[src/apuPkg.sv]
// Shared APU definitions: register addresses, lookup tables,
// frame step counts and the structs passed between blocks
`default_nettype none

package apuPkg;

	// ----------------------------------------
	// Register map
	// ----------------------------------------
	localparam logic [4:0] AddrStatus = 5'h15;
	localparam logic [4:0] AddrFrame = 5'h17;

	// ----------------------------------------
	// Bus and clock bundles
	// ----------------------------------------
	typedef struct packed {
		logic [1:0] regIndex;
		logic [7:0] data;
	} RegWriteT;

	typedef struct packed {
		logic quarter;
		logic half;
		logic apuTick;
	} FrameClocksT;

	typedef struct packed {
		logic [3:0] pulse1;
		logic [3:0] pulse2;
		logic [3:0] noise;
	} ChannelLevelsT;

	// ----------------------------------------
	// Tables
	// ----------------------------------------
	typedef logic [7:0] LengthTableT [32];
	typedef logic [11:0] NoisePeriodTableT [16];

	// Length load values, already doubled
	localparam LengthTableT LengthTable = '{
		8'd10, 8'd254, 8'd20, 8'd2, 8'd40, 8'd4, 8'd80, 8'd6,
		8'd160, 8'd8, 8'd60, 8'd10, 8'd14, 8'd12, 8'd26, 8'd14,
		8'd12, 8'd16, 8'd24, 8'd18, 8'd48, 8'd20, 8'd96, 8'd22,
		8'd192, 8'd24, 8'd72, 8'd26, 8'd16, 8'd28, 8'd32, 8'd30
	};

	// Noise timer periods in CPU cycles
	localparam NoisePeriodTableT NoisePeriodTable = '{
		12'd4, 12'd8, 12'd16, 12'd32, 12'd64, 12'd96, 12'd128, 12'd160,
		12'd202, 12'd254, 12'd380, 12'd508, 12'd762, 12'd1016, 12'd2034, 12'd4068
	};

	// Frame sequencer step points, counted in CPU cycles
	localparam logic [16:0] StepQuarter1 = 17'd7456;
	localparam logic [16:0] StepHalf2 = 17'd14912;
	localparam logic [16:0] StepQuarter3 = 17'd22370;
	localparam logic [16:0] StepFrame4 = 17'd29828;
	localparam logic [16:0] StepWrap4 = 17'd29829;
	localparam logic [16:0] StepFrame5 = 17'd37280;
	localparam logic [16:0] StepWrap5 = 17'd37281;

endpackage

`default_nettype wire

[src/lengthCounter.sv]
// Channel length counter with table load, half-frame countdown and halt
`timescale 1ns/1ps
`default_nettype none

module lengthCounter (
	input logic clk,
	input logic reset,
	input logic ce,
	input logic load,
	input logic [4:0] loadIndex,
	input logic halfClock,
	input logic halt,
	input logic enabled,
	output logic nonZero
);

	logic [7:0] count;

	always_ff @(posedge clk) begin
		if (reset) begin
			count <= '0;
		end else if (ce) begin
			if (!enabled) begin
				// Disabled channel is silenced right away
				count <= '0;
			end else if (load) begin
				count <= apuPkg::LengthTable[loadIndex];
			end else if (halfClock && !halt && count != 8'd0) begin
				count <= count - 8'd1;
			end
		end
	end

	assign nonZero = (count != 8'd0);

endmodule

`default_nettype wire

[src/envelope.sv]
// Envelope generator: divider, decay level, loop and constant volume
`timescale 1ns/1ps
`default_nettype none

module envelope (
	input logic clk,
	input logic reset,
	input logic ce,
	input logic quarterClock,
	input logic restart,
	input logic loopFlag,
	input logic constantVolume,
	input logic [3:0] volume,
	output logic [3:0] level
);

	logic startFlag;
	logic [3:0] divider;
	logic [3:0] decayLevel;

	always_ff @(posedge clk) begin
		if (reset) begin
			startFlag <= 1'b0;
			divider <= '0;
			decayLevel <= '0;
		end else if (ce) begin
			if (quarterClock) begin
				if (startFlag) begin
					startFlag <= 1'b0;
					decayLevel <= 4'd15;
					divider <= volume;
				end else if (divider == 4'd0) begin
					divider <= volume;
					if (decayLevel != 4'd0)
						decayLevel <= decayLevel - 4'd1;
					else if (loopFlag)
						decayLevel <= 4'd15;
				end else begin
					divider <= divider - 4'd1;
				end
			end
			// Request is held until the next quarter clock
			if (restart)
				startFlag <= 1'b1;
		end
	end

	assign level = constantVolume ? volume : decayLevel;

endmodule

`default_nettype wire

[src/pulseChannel.sv]
// Pulse channel: registers, 11-bit timer, duty sequencer and output gate
`timescale 1ns/1ps
`default_nettype none

module pulseChannel #(
	parameter int ChannelIndex = 0
) (
	input logic clk,
	input logic reset,
	input logic ce,
	input logic write,
	input apuPkg::RegWriteT regWord,
	input apuPkg::FrameClocksT clocks,
	input logic enabled,
	output logic [3:0] level,
	output logic nonZero
);

	logic [1:0] duty;
	logic haltLoop;
	logic constantFlag;
	logic [3:0] volume;
	logic [10:0] period;
	logic [10:0] timer;
	logic [2:0] step;
	logic lengthWrite;
	logic dutyHigh;
	logic periodValid;
	logic [3:0] envLevel;

	// Register 3 also reloads length and restarts the envelope
	assign lengthWrite = write && regWord.regIndex == 2'd3;

	// ----------------------------------------
	// Registers, timer and sequencer
	// ----------------------------------------
	always_ff @(posedge clk) begin
		if (reset) begin
			duty <= '0;
			haltLoop <= 1'b0;
			constantFlag <= 1'b0;
			volume <= '0;
			period <= '0;
			timer <= '0;
			step <= '0;
		end else if (ce) begin
			if (clocks.apuTick) begin
				if (timer == 11'd0) begin
					timer <= period;
					// Sequencer runs downward through the duty pattern
					step <= step - 3'd1;
				end else begin
					timer <= timer - 11'd1;
				end
			end

			if (write) begin
				case (regWord.regIndex)
					2'd0: begin
						duty <= regWord.data[7:6];
						haltLoop <= regWord.data[5];
						constantFlag <= regWord.data[4];
						volume <= regWord.data[3:0];
					end
					2'd2: period[7:0] <= regWord.data;
					2'd3: begin
						period[10:8] <= regWord.data[2:0];
						step <= '0;
					end
					default: ;
				endcase
			end
		end
	end

	envelope i_envelope (
		.clk(clk),
		.reset(reset),
		.ce(ce),
		.quarterClock(clocks.quarter),
		.restart(lengthWrite),
		.loopFlag(haltLoop),
		.constantVolume(constantFlag),
		.volume(volume),
		.level(envLevel)
	);

	lengthCounter i_lengthCounter (
		.clk(clk),
		.reset(reset),
		.ce(ce),
		.load(lengthWrite),
		.loadIndex(regWord.data[7:3]),
		.halfClock(clocks.half),
		.halt(haltLoop),
		.enabled(enabled),
		.nonZero(nonZero)
	);

	// ----------------------------------------
	// Output
	// ----------------------------------------
	always_comb begin
		case (duty)
			2'd0: dutyHigh = (step == 3'd7);
			2'd1: dutyHigh = (step >= 3'd6);
			2'd2: dutyHigh = (step >= 3'd4);
			default: dutyHigh = (step < 3'd6);
		endcase
	end

	// Periods below 8 are ultrasonic and stay muted
	assign periodValid = |period[10:3];

	assign level = (nonZero && periodValid && dutyHigh) ? envLevel : 4'd0;

	// Every table entry is nonzero, so a length write on an enabled channel must start it
	assert property (@(posedge clk) disable iff (reset)
		(ce && lengthWrite && enabled) |=> nonZero)
		else $error("pulse %0d did not start after length write", ChannelIndex + 1);

endmodule

`default_nettype wire

[src/noiseChannel.sv]
// Noise channel: registers, period lookup, timer and 15-bit feedback shifter
`timescale 1ns/1ps
`default_nettype none

module noiseChannel (
	input logic clk,
	input logic reset,
	input logic ce,
	input logic write,
	input apuPkg::RegWriteT regWord,
	input apuPkg::FrameClocksT clocks,
	input logic enabled,
	output logic [3:0] level,
	output logic nonZero
);

	logic loopFlag;
	logic constantFlag;
	logic [3:0] volume;
	logic shortMode;
	logic [3:0] periodIndex;
	logic [11:0] timer;
	logic [14:0] shifter;
	logic feedback;
	logic lengthWrite;
	logic [3:0] envLevel;

	assign lengthWrite = write && regWord.regIndex == 2'd3;

	// Short mode taps bit 6 for a 93-step sequence
	assign feedback = shifter[0] ^ (shortMode ? shifter[6] : shifter[1]);

	always_ff @(posedge clk) begin
		if (reset) begin
			loopFlag <= 1'b0;
			constantFlag <= 1'b0;
			volume <= '0;
			shortMode <= 1'b0;
			periodIndex <= '0;
			timer <= '0;
			shifter <= 15'd1;
		end else if (ce) begin
			if (timer == 12'd0) begin
				timer <= apuPkg::NoisePeriodTable[periodIndex] - 12'd1;
				shifter <= {feedback, shifter[14:1]};
			end else begin
				timer <= timer - 12'd1;
			end

			if (write) begin
				case (regWord.regIndex)
					2'd0: begin
						loopFlag <= regWord.data[5];
						constantFlag <= regWord.data[4];
						volume <= regWord.data[3:0];
					end
					2'd2: begin
						shortMode <= regWord.data[7];
						periodIndex <= regWord.data[3:0];
					end
					default: ;
				endcase
			end
		end
	end

	envelope i_envelope (
		.clk(clk),
		.reset(reset),
		.ce(ce),
		.quarterClock(clocks.quarter),
		.restart(lengthWrite),
		.loopFlag(loopFlag),
		.constantVolume(constantFlag),
		.volume(volume),
		.level(envLevel)
	);

	lengthCounter i_lengthCounter (
		.clk(clk),
		.reset(reset),
		.ce(ce),
		.load(lengthWrite),
		.loadIndex(regWord.data[7:3]),
		.halfClock(clocks.half),
		.halt(loopFlag),
		.enabled(enabled),
		.nonZero(nonZero)
	);

	assign level = (!nonZero || shifter[0]) ? 4'd0 : envLevel;

endmodule

`default_nettype wire

[src/frameSequencer.sv]
// Frame counter: half-rate tick, quarter and half frame clocks, frame interrupt
`timescale 1ns/1ps
`default_nettype none

module frameSequencer (
	input logic clk,
	input logic reset,
	input logic ce,
	input logic frameWrite,
	input logic [7:0] frameData,
	input logic statusRead,
	output apuPkg::FrameClocksT clocks,
	output logic frameFlag,
	output logic irq
);

	logic [16:0] stepCount;
	logic fiveStep;
	logic inhibit;
	logic tickPhase;
	logic pendingClock;
	logic quarterMatch;
	logic halfMatch;
	logic wrapPoint;

	// ----------------------------------------
	// Step decode
	// ----------------------------------------
	always_comb begin
		quarterMatch = 1'b0;
		halfMatch = 1'b0;
		if (stepCount == apuPkg::StepQuarter1 || stepCount == apuPkg::StepQuarter3)
			quarterMatch = 1'b1;
		if (stepCount == apuPkg::StepHalf2 ||
			stepCount == (fiveStep ? apuPkg::StepFrame5 : apuPkg::StepFrame4)) begin
			quarterMatch = 1'b1;
			halfMatch = 1'b1;
		end
		wrapPoint = stepCount == (fiveStep ? apuPkg::StepWrap5 : apuPkg::StepWrap4);
	end

	// Clocks are single-ce pulses; a 5-step write adds one of each
	always_comb begin
		clocks.quarter = ce && (quarterMatch || pendingClock);
		clocks.half = ce && (halfMatch || pendingClock);
		clocks.apuTick = ce && tickPhase;
	end

	always_ff @(posedge clk) begin
		if (reset) begin
			stepCount <= '0;
			fiveStep <= 1'b0;
			inhibit <= 1'b0;
			tickPhase <= 1'b0;
			pendingClock <= 1'b0;
			frameFlag <= 1'b0;
		end else begin
			if (statusRead)
				frameFlag <= 1'b0;

			if (ce) begin
				tickPhase <= !tickPhase;
				pendingClock <= 1'b0;
				stepCount <= wrapPoint ? 17'd0 : stepCount + 17'd1;

				// A flag raised in the same cycle as a status read survives it
				if (!fiveStep && !inhibit && stepCount == apuPkg::StepFrame4)
					frameFlag <= 1'b1;

				if (frameWrite) begin
					fiveStep <= frameData[7];
					inhibit <= frameData[6];
					stepCount <= '0;
					pendingClock <= frameData[7];
					if (frameData[6])
						frameFlag <= 1'b0;
				end
			end
		end
	end

	assign irq = frameFlag && !inhibit;

endmodule

`default_nettype wire

[src/apuTop.sv]
// APU top level: write decode, enable register, status byte, irq
// and the pulse, noise and frame sequencer instances
`timescale 1ns/1ps
`default_nettype none

module apuTop (
	input logic clk,
	input logic reset,
	input logic ce,
	input logic regWrite,
	input logic regRead,
	input logic [4:0] regAddr,
	input logic [7:0] regData,
	output logic [7:0] statusData,
	output logic irq,
	output apuPkg::ChannelLevelsT levels
);

	apuPkg::RegWriteT regWord;
	apuPkg::FrameClocksT frameClocks;
	logic pulse1Write;
	logic pulse2Write;
	logic noiseWrite;
	logic controlWrite;
	logic frameWrite;
	logic statusRead;
	logic [3:0] enableBits;
	logic frameFlag;
	logic pulse1NonZero;
	logic pulse2NonZero;
	logic noiseNonZero;

	// ----------------------------------------
	// Write decode by register group
	// ----------------------------------------
	assign regWord.regIndex = regAddr[1:0];
	assign regWord.data = regData;

	assign pulse1Write = regWrite && regAddr[4:2] == 3'd0;
	assign pulse2Write = regWrite && regAddr[4:2] == 3'd1;
	assign noiseWrite = regWrite && regAddr[4:2] == 3'd3;
	assign controlWrite = regWrite && regAddr[4:2] == 3'd5;
	assign frameWrite = controlWrite && regAddr == apuPkg::AddrFrame;
	assign statusRead = regRead && regAddr == apuPkg::AddrStatus;

	// Bit 2 belongs to the triangle slot and is kept for register compatibility
	always_ff @(posedge clk) begin
		if (reset)
			enableBits <= '0;
		else if (ce && controlWrite && regAddr == apuPkg::AddrStatus)
			enableBits <= regData[3:0];
	end

	// ----------------------------------------
	// Blocks
	// ----------------------------------------
	frameSequencer i_frameSequencer (
		.clk(clk),
		.reset(reset),
		.ce(ce),
		.frameWrite(frameWrite),
		.frameData(regData),
		.statusRead(statusRead),
		.clocks(frameClocks),
		.frameFlag(frameFlag),
		.irq(irq)
	);

	pulseChannel #(.ChannelIndex(0)) i_pulse1 (
		.clk(clk),
		.reset(reset),
		.ce(ce),
		.write(pulse1Write),
		.regWord(regWord),
		.clocks(frameClocks),
		.enabled(enableBits[0]),
		.level(levels.pulse1),
		.nonZero(pulse1NonZero)
	);

	pulseChannel #(.ChannelIndex(1)) i_pulse2 (
		.clk(clk),
		.reset(reset),
		.ce(ce),
		.write(pulse2Write),
		.regWord(regWord),
		.clocks(frameClocks),
		.enabled(enableBits[1]),
		.level(levels.pulse2),
		.nonZero(pulse2NonZero)
	);

	noiseChannel i_noise (
		.clk(clk),
		.reset(reset),
		.ce(ce),
		.write(noiseWrite),
		.regWord(regWord),
		.clocks(frameClocks),
		.enabled(enableBits[3]),
		.level(levels.noise),
		.nonZero(noiseNonZero)
	);

	// Status byte layout: frame flag at bit 6, channel activity in the low nibble
	assign statusData = {1'b0, frameFlag, 2'b00, noiseNonZero, 1'b0,
		pulse2NonZero, pulse1NonZero};

	assert property (@(posedge clk) reset |-> !(pulse1Write || pulse2Write || noiseWrite))
		else $error("channel register write during reset");

endmodule

`default_nettype wire

[config.mk]
export PLATFORM = sky130hd
export DESIGN_NAME = apuTop
export DESIGN_NICKNAME = d
export VERILOG_FILES = /design/src/apuPkg.sv /design/src/lengthCounter.sv /design/src/envelope.sv /design/src/pulseChannel.sv /design/src/noiseChannel.sv /design/src/frameSequencer.sv /design/src/apuTop.sv
export SDC_FILE = /design/constraint.sdc
export NUM_CORES = 1
export LEC_CHECK = 0
export BUFFER_PORTS_ARGS = -buffer_cell sky130_fd_sc_hd__buf_2
export CORE_MARGIN = 10
export CORE_UTILIZATION = 35
export DETAILED_ROUTE_END_ITERATION = 8
export PLACE_DENSITY_LB_ADDON = 0.2
export SLEW_MARGIN = 10
export SYNTH_ARGS = -nofsm -noshare
export SYNTH_HDL_FRONTEND = slang
export SYNTH_SLANG_ARGS = --single-unit
[constraint.sdc]
create_clock -name clk -period 3.7 [get_ports clk]
set_clock_uncertainty 0.15 [all_clocks]
set_input_delay 0.74 -clock clk [delete_from_list [all_inputs] [get_ports clk]]
set_output_delay 0.74 -clock clk [all_outputs]
set_load 0.02 [all_outputs]
==> metrics.md <==
| Metric | Value |
|---|---|
| DR WL met2 | ~13000 um |
| R2r setup slk | between 0.4 and 0.5 ns |
| Flop pwr share | 0.438 |
| # diodes | 0 |
| R2R Path Start | i_frameSequencer.stepCount[0] |
| DRC violations left | 0 |
| CP max-delay cell | or4_1 |
| First-pass GRT wire length | roughly 45000 um |
| Leak | around 4 nW |
| Mean Syn Cell Area | approximately 8 um^2 |
| Fin nets | between 1000 and 1500 |
| Critical path cell sequence | or4_1 > or3_1 > nand3_1 > nor2_1 > buf_2 |
| R2R Path End | i_pulse2.i_envelope.decayLevel[2] |
| Slew Limit Fails | 0 |
| Sw power | about 0.0014 W |
| Row Count | around 60 |
| Status | completed |
| Ratio of cells with drive above 1 in the final layout | 0.0909 |
| Endpoints failing setup | 0 |
| Final cell count without fillers | 1676 |
| Core Area | 0.0280 mm^2 |
| Total grt overflow | 0 |
| Crit path kind | flip-flop to primary output |
| I/O Pins | 39 |
| Cell family with most CP delay | simple AND/OR/NAND/NOR gates |
| Clock-pin transition on the worst setup and hold timing paths | around 0.080 ns |
| Post_cts resized | 0 |
| Reg2reg path depth | 8 |
| Max frequency | around 300 MHz |
| Post-DP HPWL | between 15000 and 20000 um |
| Top layer used by detailed routing | met4 |
| Post CTS Setup Buffer Count | 0 |
| Hold Fails Final Rpt | 0 |
| Post-synth EDFFs | 0 |
| Post-layout util | 0.396 |
| Setup crit start | i_pulse2.i_lengthCounter.count[2] |
| Gate Count Post-Synth | 1290 |
| Distinct cells, synth | slightly below 80 |
| Ys Warns | 0 |
| Worst slew pin tran | roughly 0.84 ns |
| CP required | ~2.8 ns |
| Max-cap violations | 0 |
| # placed instances | roughly 1600 |
| Slew HR | 0.423 |
| Root buffer cell | clkbuf_16 |
| Routed WL per cell | 16.6 um |
| Wl on met1 | ~14000 um |
| Crit path DAT | around 2.4 ns |
| CP endpoint | levels[7] |
| Starting density of the core | 0.358 |
| Final ANT Viol Nets | 0 |
| RSZ-0062 raised after global routing | no |
| Min-delay worst type | flip-flop to flip-flop |
| H-tree Lvls | 4 |
| Crit-path max FO | 6 |
| Worst skew pair latency | 0.44 ns |
| Proportion of synthesized chip area in sequential cells | 0.359 |
| Critical path depth | 5 |
| Die area | roughly 0.036 mm^2 |
| Largest net degree at the start of global routing | 70 |
| Ys flop type | dfxtp_1 |
| Clock Path Buffers | 2 |
| Async S/R FF share, synth | 0 |
| WL met3 | ~900 um |
| Crit share post-route | 0.889 |
| PwrDens | 430 mW/mm^2 |
| Worst setup SP type | flip-flop |
| TNS Setup | 0 ns |
| Starting DRC count in detailed routing | 558 |
| TritonCTS clock tree | built |
| Peak VDD IR | roughly 0.32 mV |
| Crit-path max cell delay | 0.59 ns |
| Comb pwr share | 0.170 |
| Number of global-route vias before repair | about 8400 |
| Routed wire length | 27800 um |
| Die Span X | around 190 um |
| Crit. End Element | primary output |
| Drt pass-1 iters | 6 |
| Via density per instance | 5.39 |
| Die Y-Extent | about 190 um |
| RePlAce Congestion | roughly 0.86 |
| Post-Syn Area | between 0.01 and 0.015 mm^2 |
| Clock sink count | 180 |
| Tmin final | 3.29 ns |
| Synthesis-to-finish area growth | 10.6% |
| GRT Overall Usage | 0.154 |
| Clock power share | 0.392 |
| Yosys reg bits | 180 |
| Number of buffers and inverters on the critical path | 1 |
| IO buf count | 34 |
| Initial antenna violation count | 0 |
| Switching Fraction | 0.302 |
| Via count | around 9000 |
| Overall power | around 0.0048 W |
| CTS Hold Bufs | 0 |
| CTS Buf Count | 17 |
| Pint | 0.00333 W |
how the worst min path moves through the flow:
stage                                    from  cells after the start                   to  slack (ns)
final                      i_noise.shifter[8]                      2   i_noise.shifter[8]        0.30
after detailed placement   i_noise.shifter[9]                      2   i_noise.shifter[9]        0.29
after global routing       i_noise.shifter[3]                      2   i_noise.shifter[3]        0.32
after floorplan           i_noise.shifter[10]                      2  i_noise.shifter[10]        0.28
after CTS                  i_noise.shifter[8]                      2   i_noise.shifter[8]        0.30
after global placement     i_noise.shifter[8]                      2   i_noise.shifter[8]        0.29
power groups by stage:
stage | registers, W | clock network (W) | logic (W)
after floorplan | 0.00211 | 0 | 0.000631
after global placement | 0.00213 | 0 | 0.000806
after detailed placement | 0.00213 | 0 | 0.000807
after CTS | 0.00209 | 0.00190 | 0.000813
after global routing | 0.00210 | 0.00197 | 0.000918
final | 0.00209 | 0.00187 | 0.000812
sequential cells by signal, summed over array words and instances (netlist names), 4 cells and up:
| register | flops |
|---|---|
| i_pulse2.period | 11 |
| i_noise.i_envelope.decayLevel | 4 |
| i_noise.periodIndex | 4 |
| i_pulse2.i_envelope.divider | 4 |
| i_noise.i_lengthCounter.count | 8 |
| i_noise.volume | 4 |
| i_pulse1.i_lengthCounter.count | 8 |
| i_pulse1.period | 11 |
| i_frameSequencer.stepCount | 17 |
| i_noise.shifter | 15 |
| i_pulse1.volume | 4 |
| i_pulse1.i_envelope.divider | 4 |
| i_pulse2.volume | 4 |
| i_noise.timer | 12 |
| i_pulse2.timer | 11 |
| i_pulse1.i_envelope.decayLevel | 4 |
| i_pulse2.i_envelope.decayLevel | 4 |
| i_pulse2.i_lengthCounter.count | 8 |
| i_pulse1.timer | 11 |
| i_noise.i_envelope.divider | 4 |
cell families after synthesis:
| kind of cell | Yosys count | share of synthesized area |
|---|---|---|
| and+or+nand+nor | 542 | 0.263 |
| AOI/OAI and AO/OA | 312 | 0.199 |
| DFF | 180 | 0.359 |
| buffers and inverters | 134 | 0.0539 |
| muxes | 65 | 0.0658 |
| xor gates and xnor gates | 30 | 0.0262 |
| adders and majority gates | 26 | 0.0324 |
| other | 1 | 0.000374 |
metal layers:
metal	global-route usage	up-vias
met3	0.0248	19
met4	0.0375	0
met1	0.207	4286
met2	0.251	138
li1	-	4599
met5	0	-
placed cells by master (no fill, tap or decap), types with 5 or more instances in the layout:
master	Yosys	final
o2111ai_1	10	10
a31oi_1	13	13
or3_1	20	20
xor2_1	14	14
nand2b_1	14	14
ha_1	26	26
inv_1	50	50
o21ai_0	57	57
nand3_1	35	35
nor2_1	156	156
mux2_2	7	7
o22ai_1	7	7
a211oi_1	19	19
a22o_1	5	5
nor3b_1	5	5
dfxtp_1	180	180
buf_2	6	33
xnor2_1	16	16
or4_1	12	12
o31ai_1	15	15
a21oi_1	116	116
clkbuf_16	0	17
or2_2	6	6
o211ai_1	15	15
and3_1	8	8
nor3_1	41	41
nor4_1	18	18
buf_4	8	23
o41ai_1	5	5
nor2b_1	15	15
a21o_1	6	6
nand2_1	169	169
and4_1	5	5
mux2i_1	58	58
cell usage after synthesis (all sizes together), types with 5 or more instances:
master	n	area, um^2
a2111oi	5	63.8
a211oi	19	143
a21o	6	45.0
a21oi	116	581
a22o	5	43.8
a31oi	13	81.3
and3	8	50.1
and4	5	43.8
buf	24	128
clkbuf	59	221
dfxtp	180	3600
ha	26	325
inv	50	188
mux2	7	78.8
mux2i	58	581
nand2	169	634
nand2b	14	87.6
nand3	36	185
nor2	156	586
nor2b	15	93.8
nor3	42	215
nor3b	5	37.5
nor4	21	159
o2111ai	10	87.6
o211ai	15	113
o21ai	58	290
o22ai	7	43.8
o31ai	15	113
o41ai	5	43.8
or2	6	37.5
or3	20	125
or4	12	90.1
xnor2	16	140
xor2	14	123
metrics by stage:
stage / instance area [um^2] / hold WS [ns] / setup slack, ns
floorplan: 10000 / 0.282 / 0.947
global placement: 10500 / 0.291 / 0.539
detailed placement: 10500 / 0.295 / 0.506
CTS: 11100 / 0.303 / 0.374
global route: 11100 / 0.316 / 0.284
finish: 11100 / 0.304 / 0.412
layout make-up:
cell class,count,area [um^2]
multi-input cells,979,5900
well taps,378,473
flip-flops and latches,180,3600
inverters,51,191
repair buffers,56,338
clock buffers,19,443
fillers,2926,16900
clock inverters,13,149
tightest hold or removal path: cells and delay by family (launching register included):
kind / cells / cell delay [ns]
flops: 1 / 0.31
simple gates: 1 / 0.05
compound gates: 1 / 0.05
Note: power is estimated with default switching activity, not from simulation.
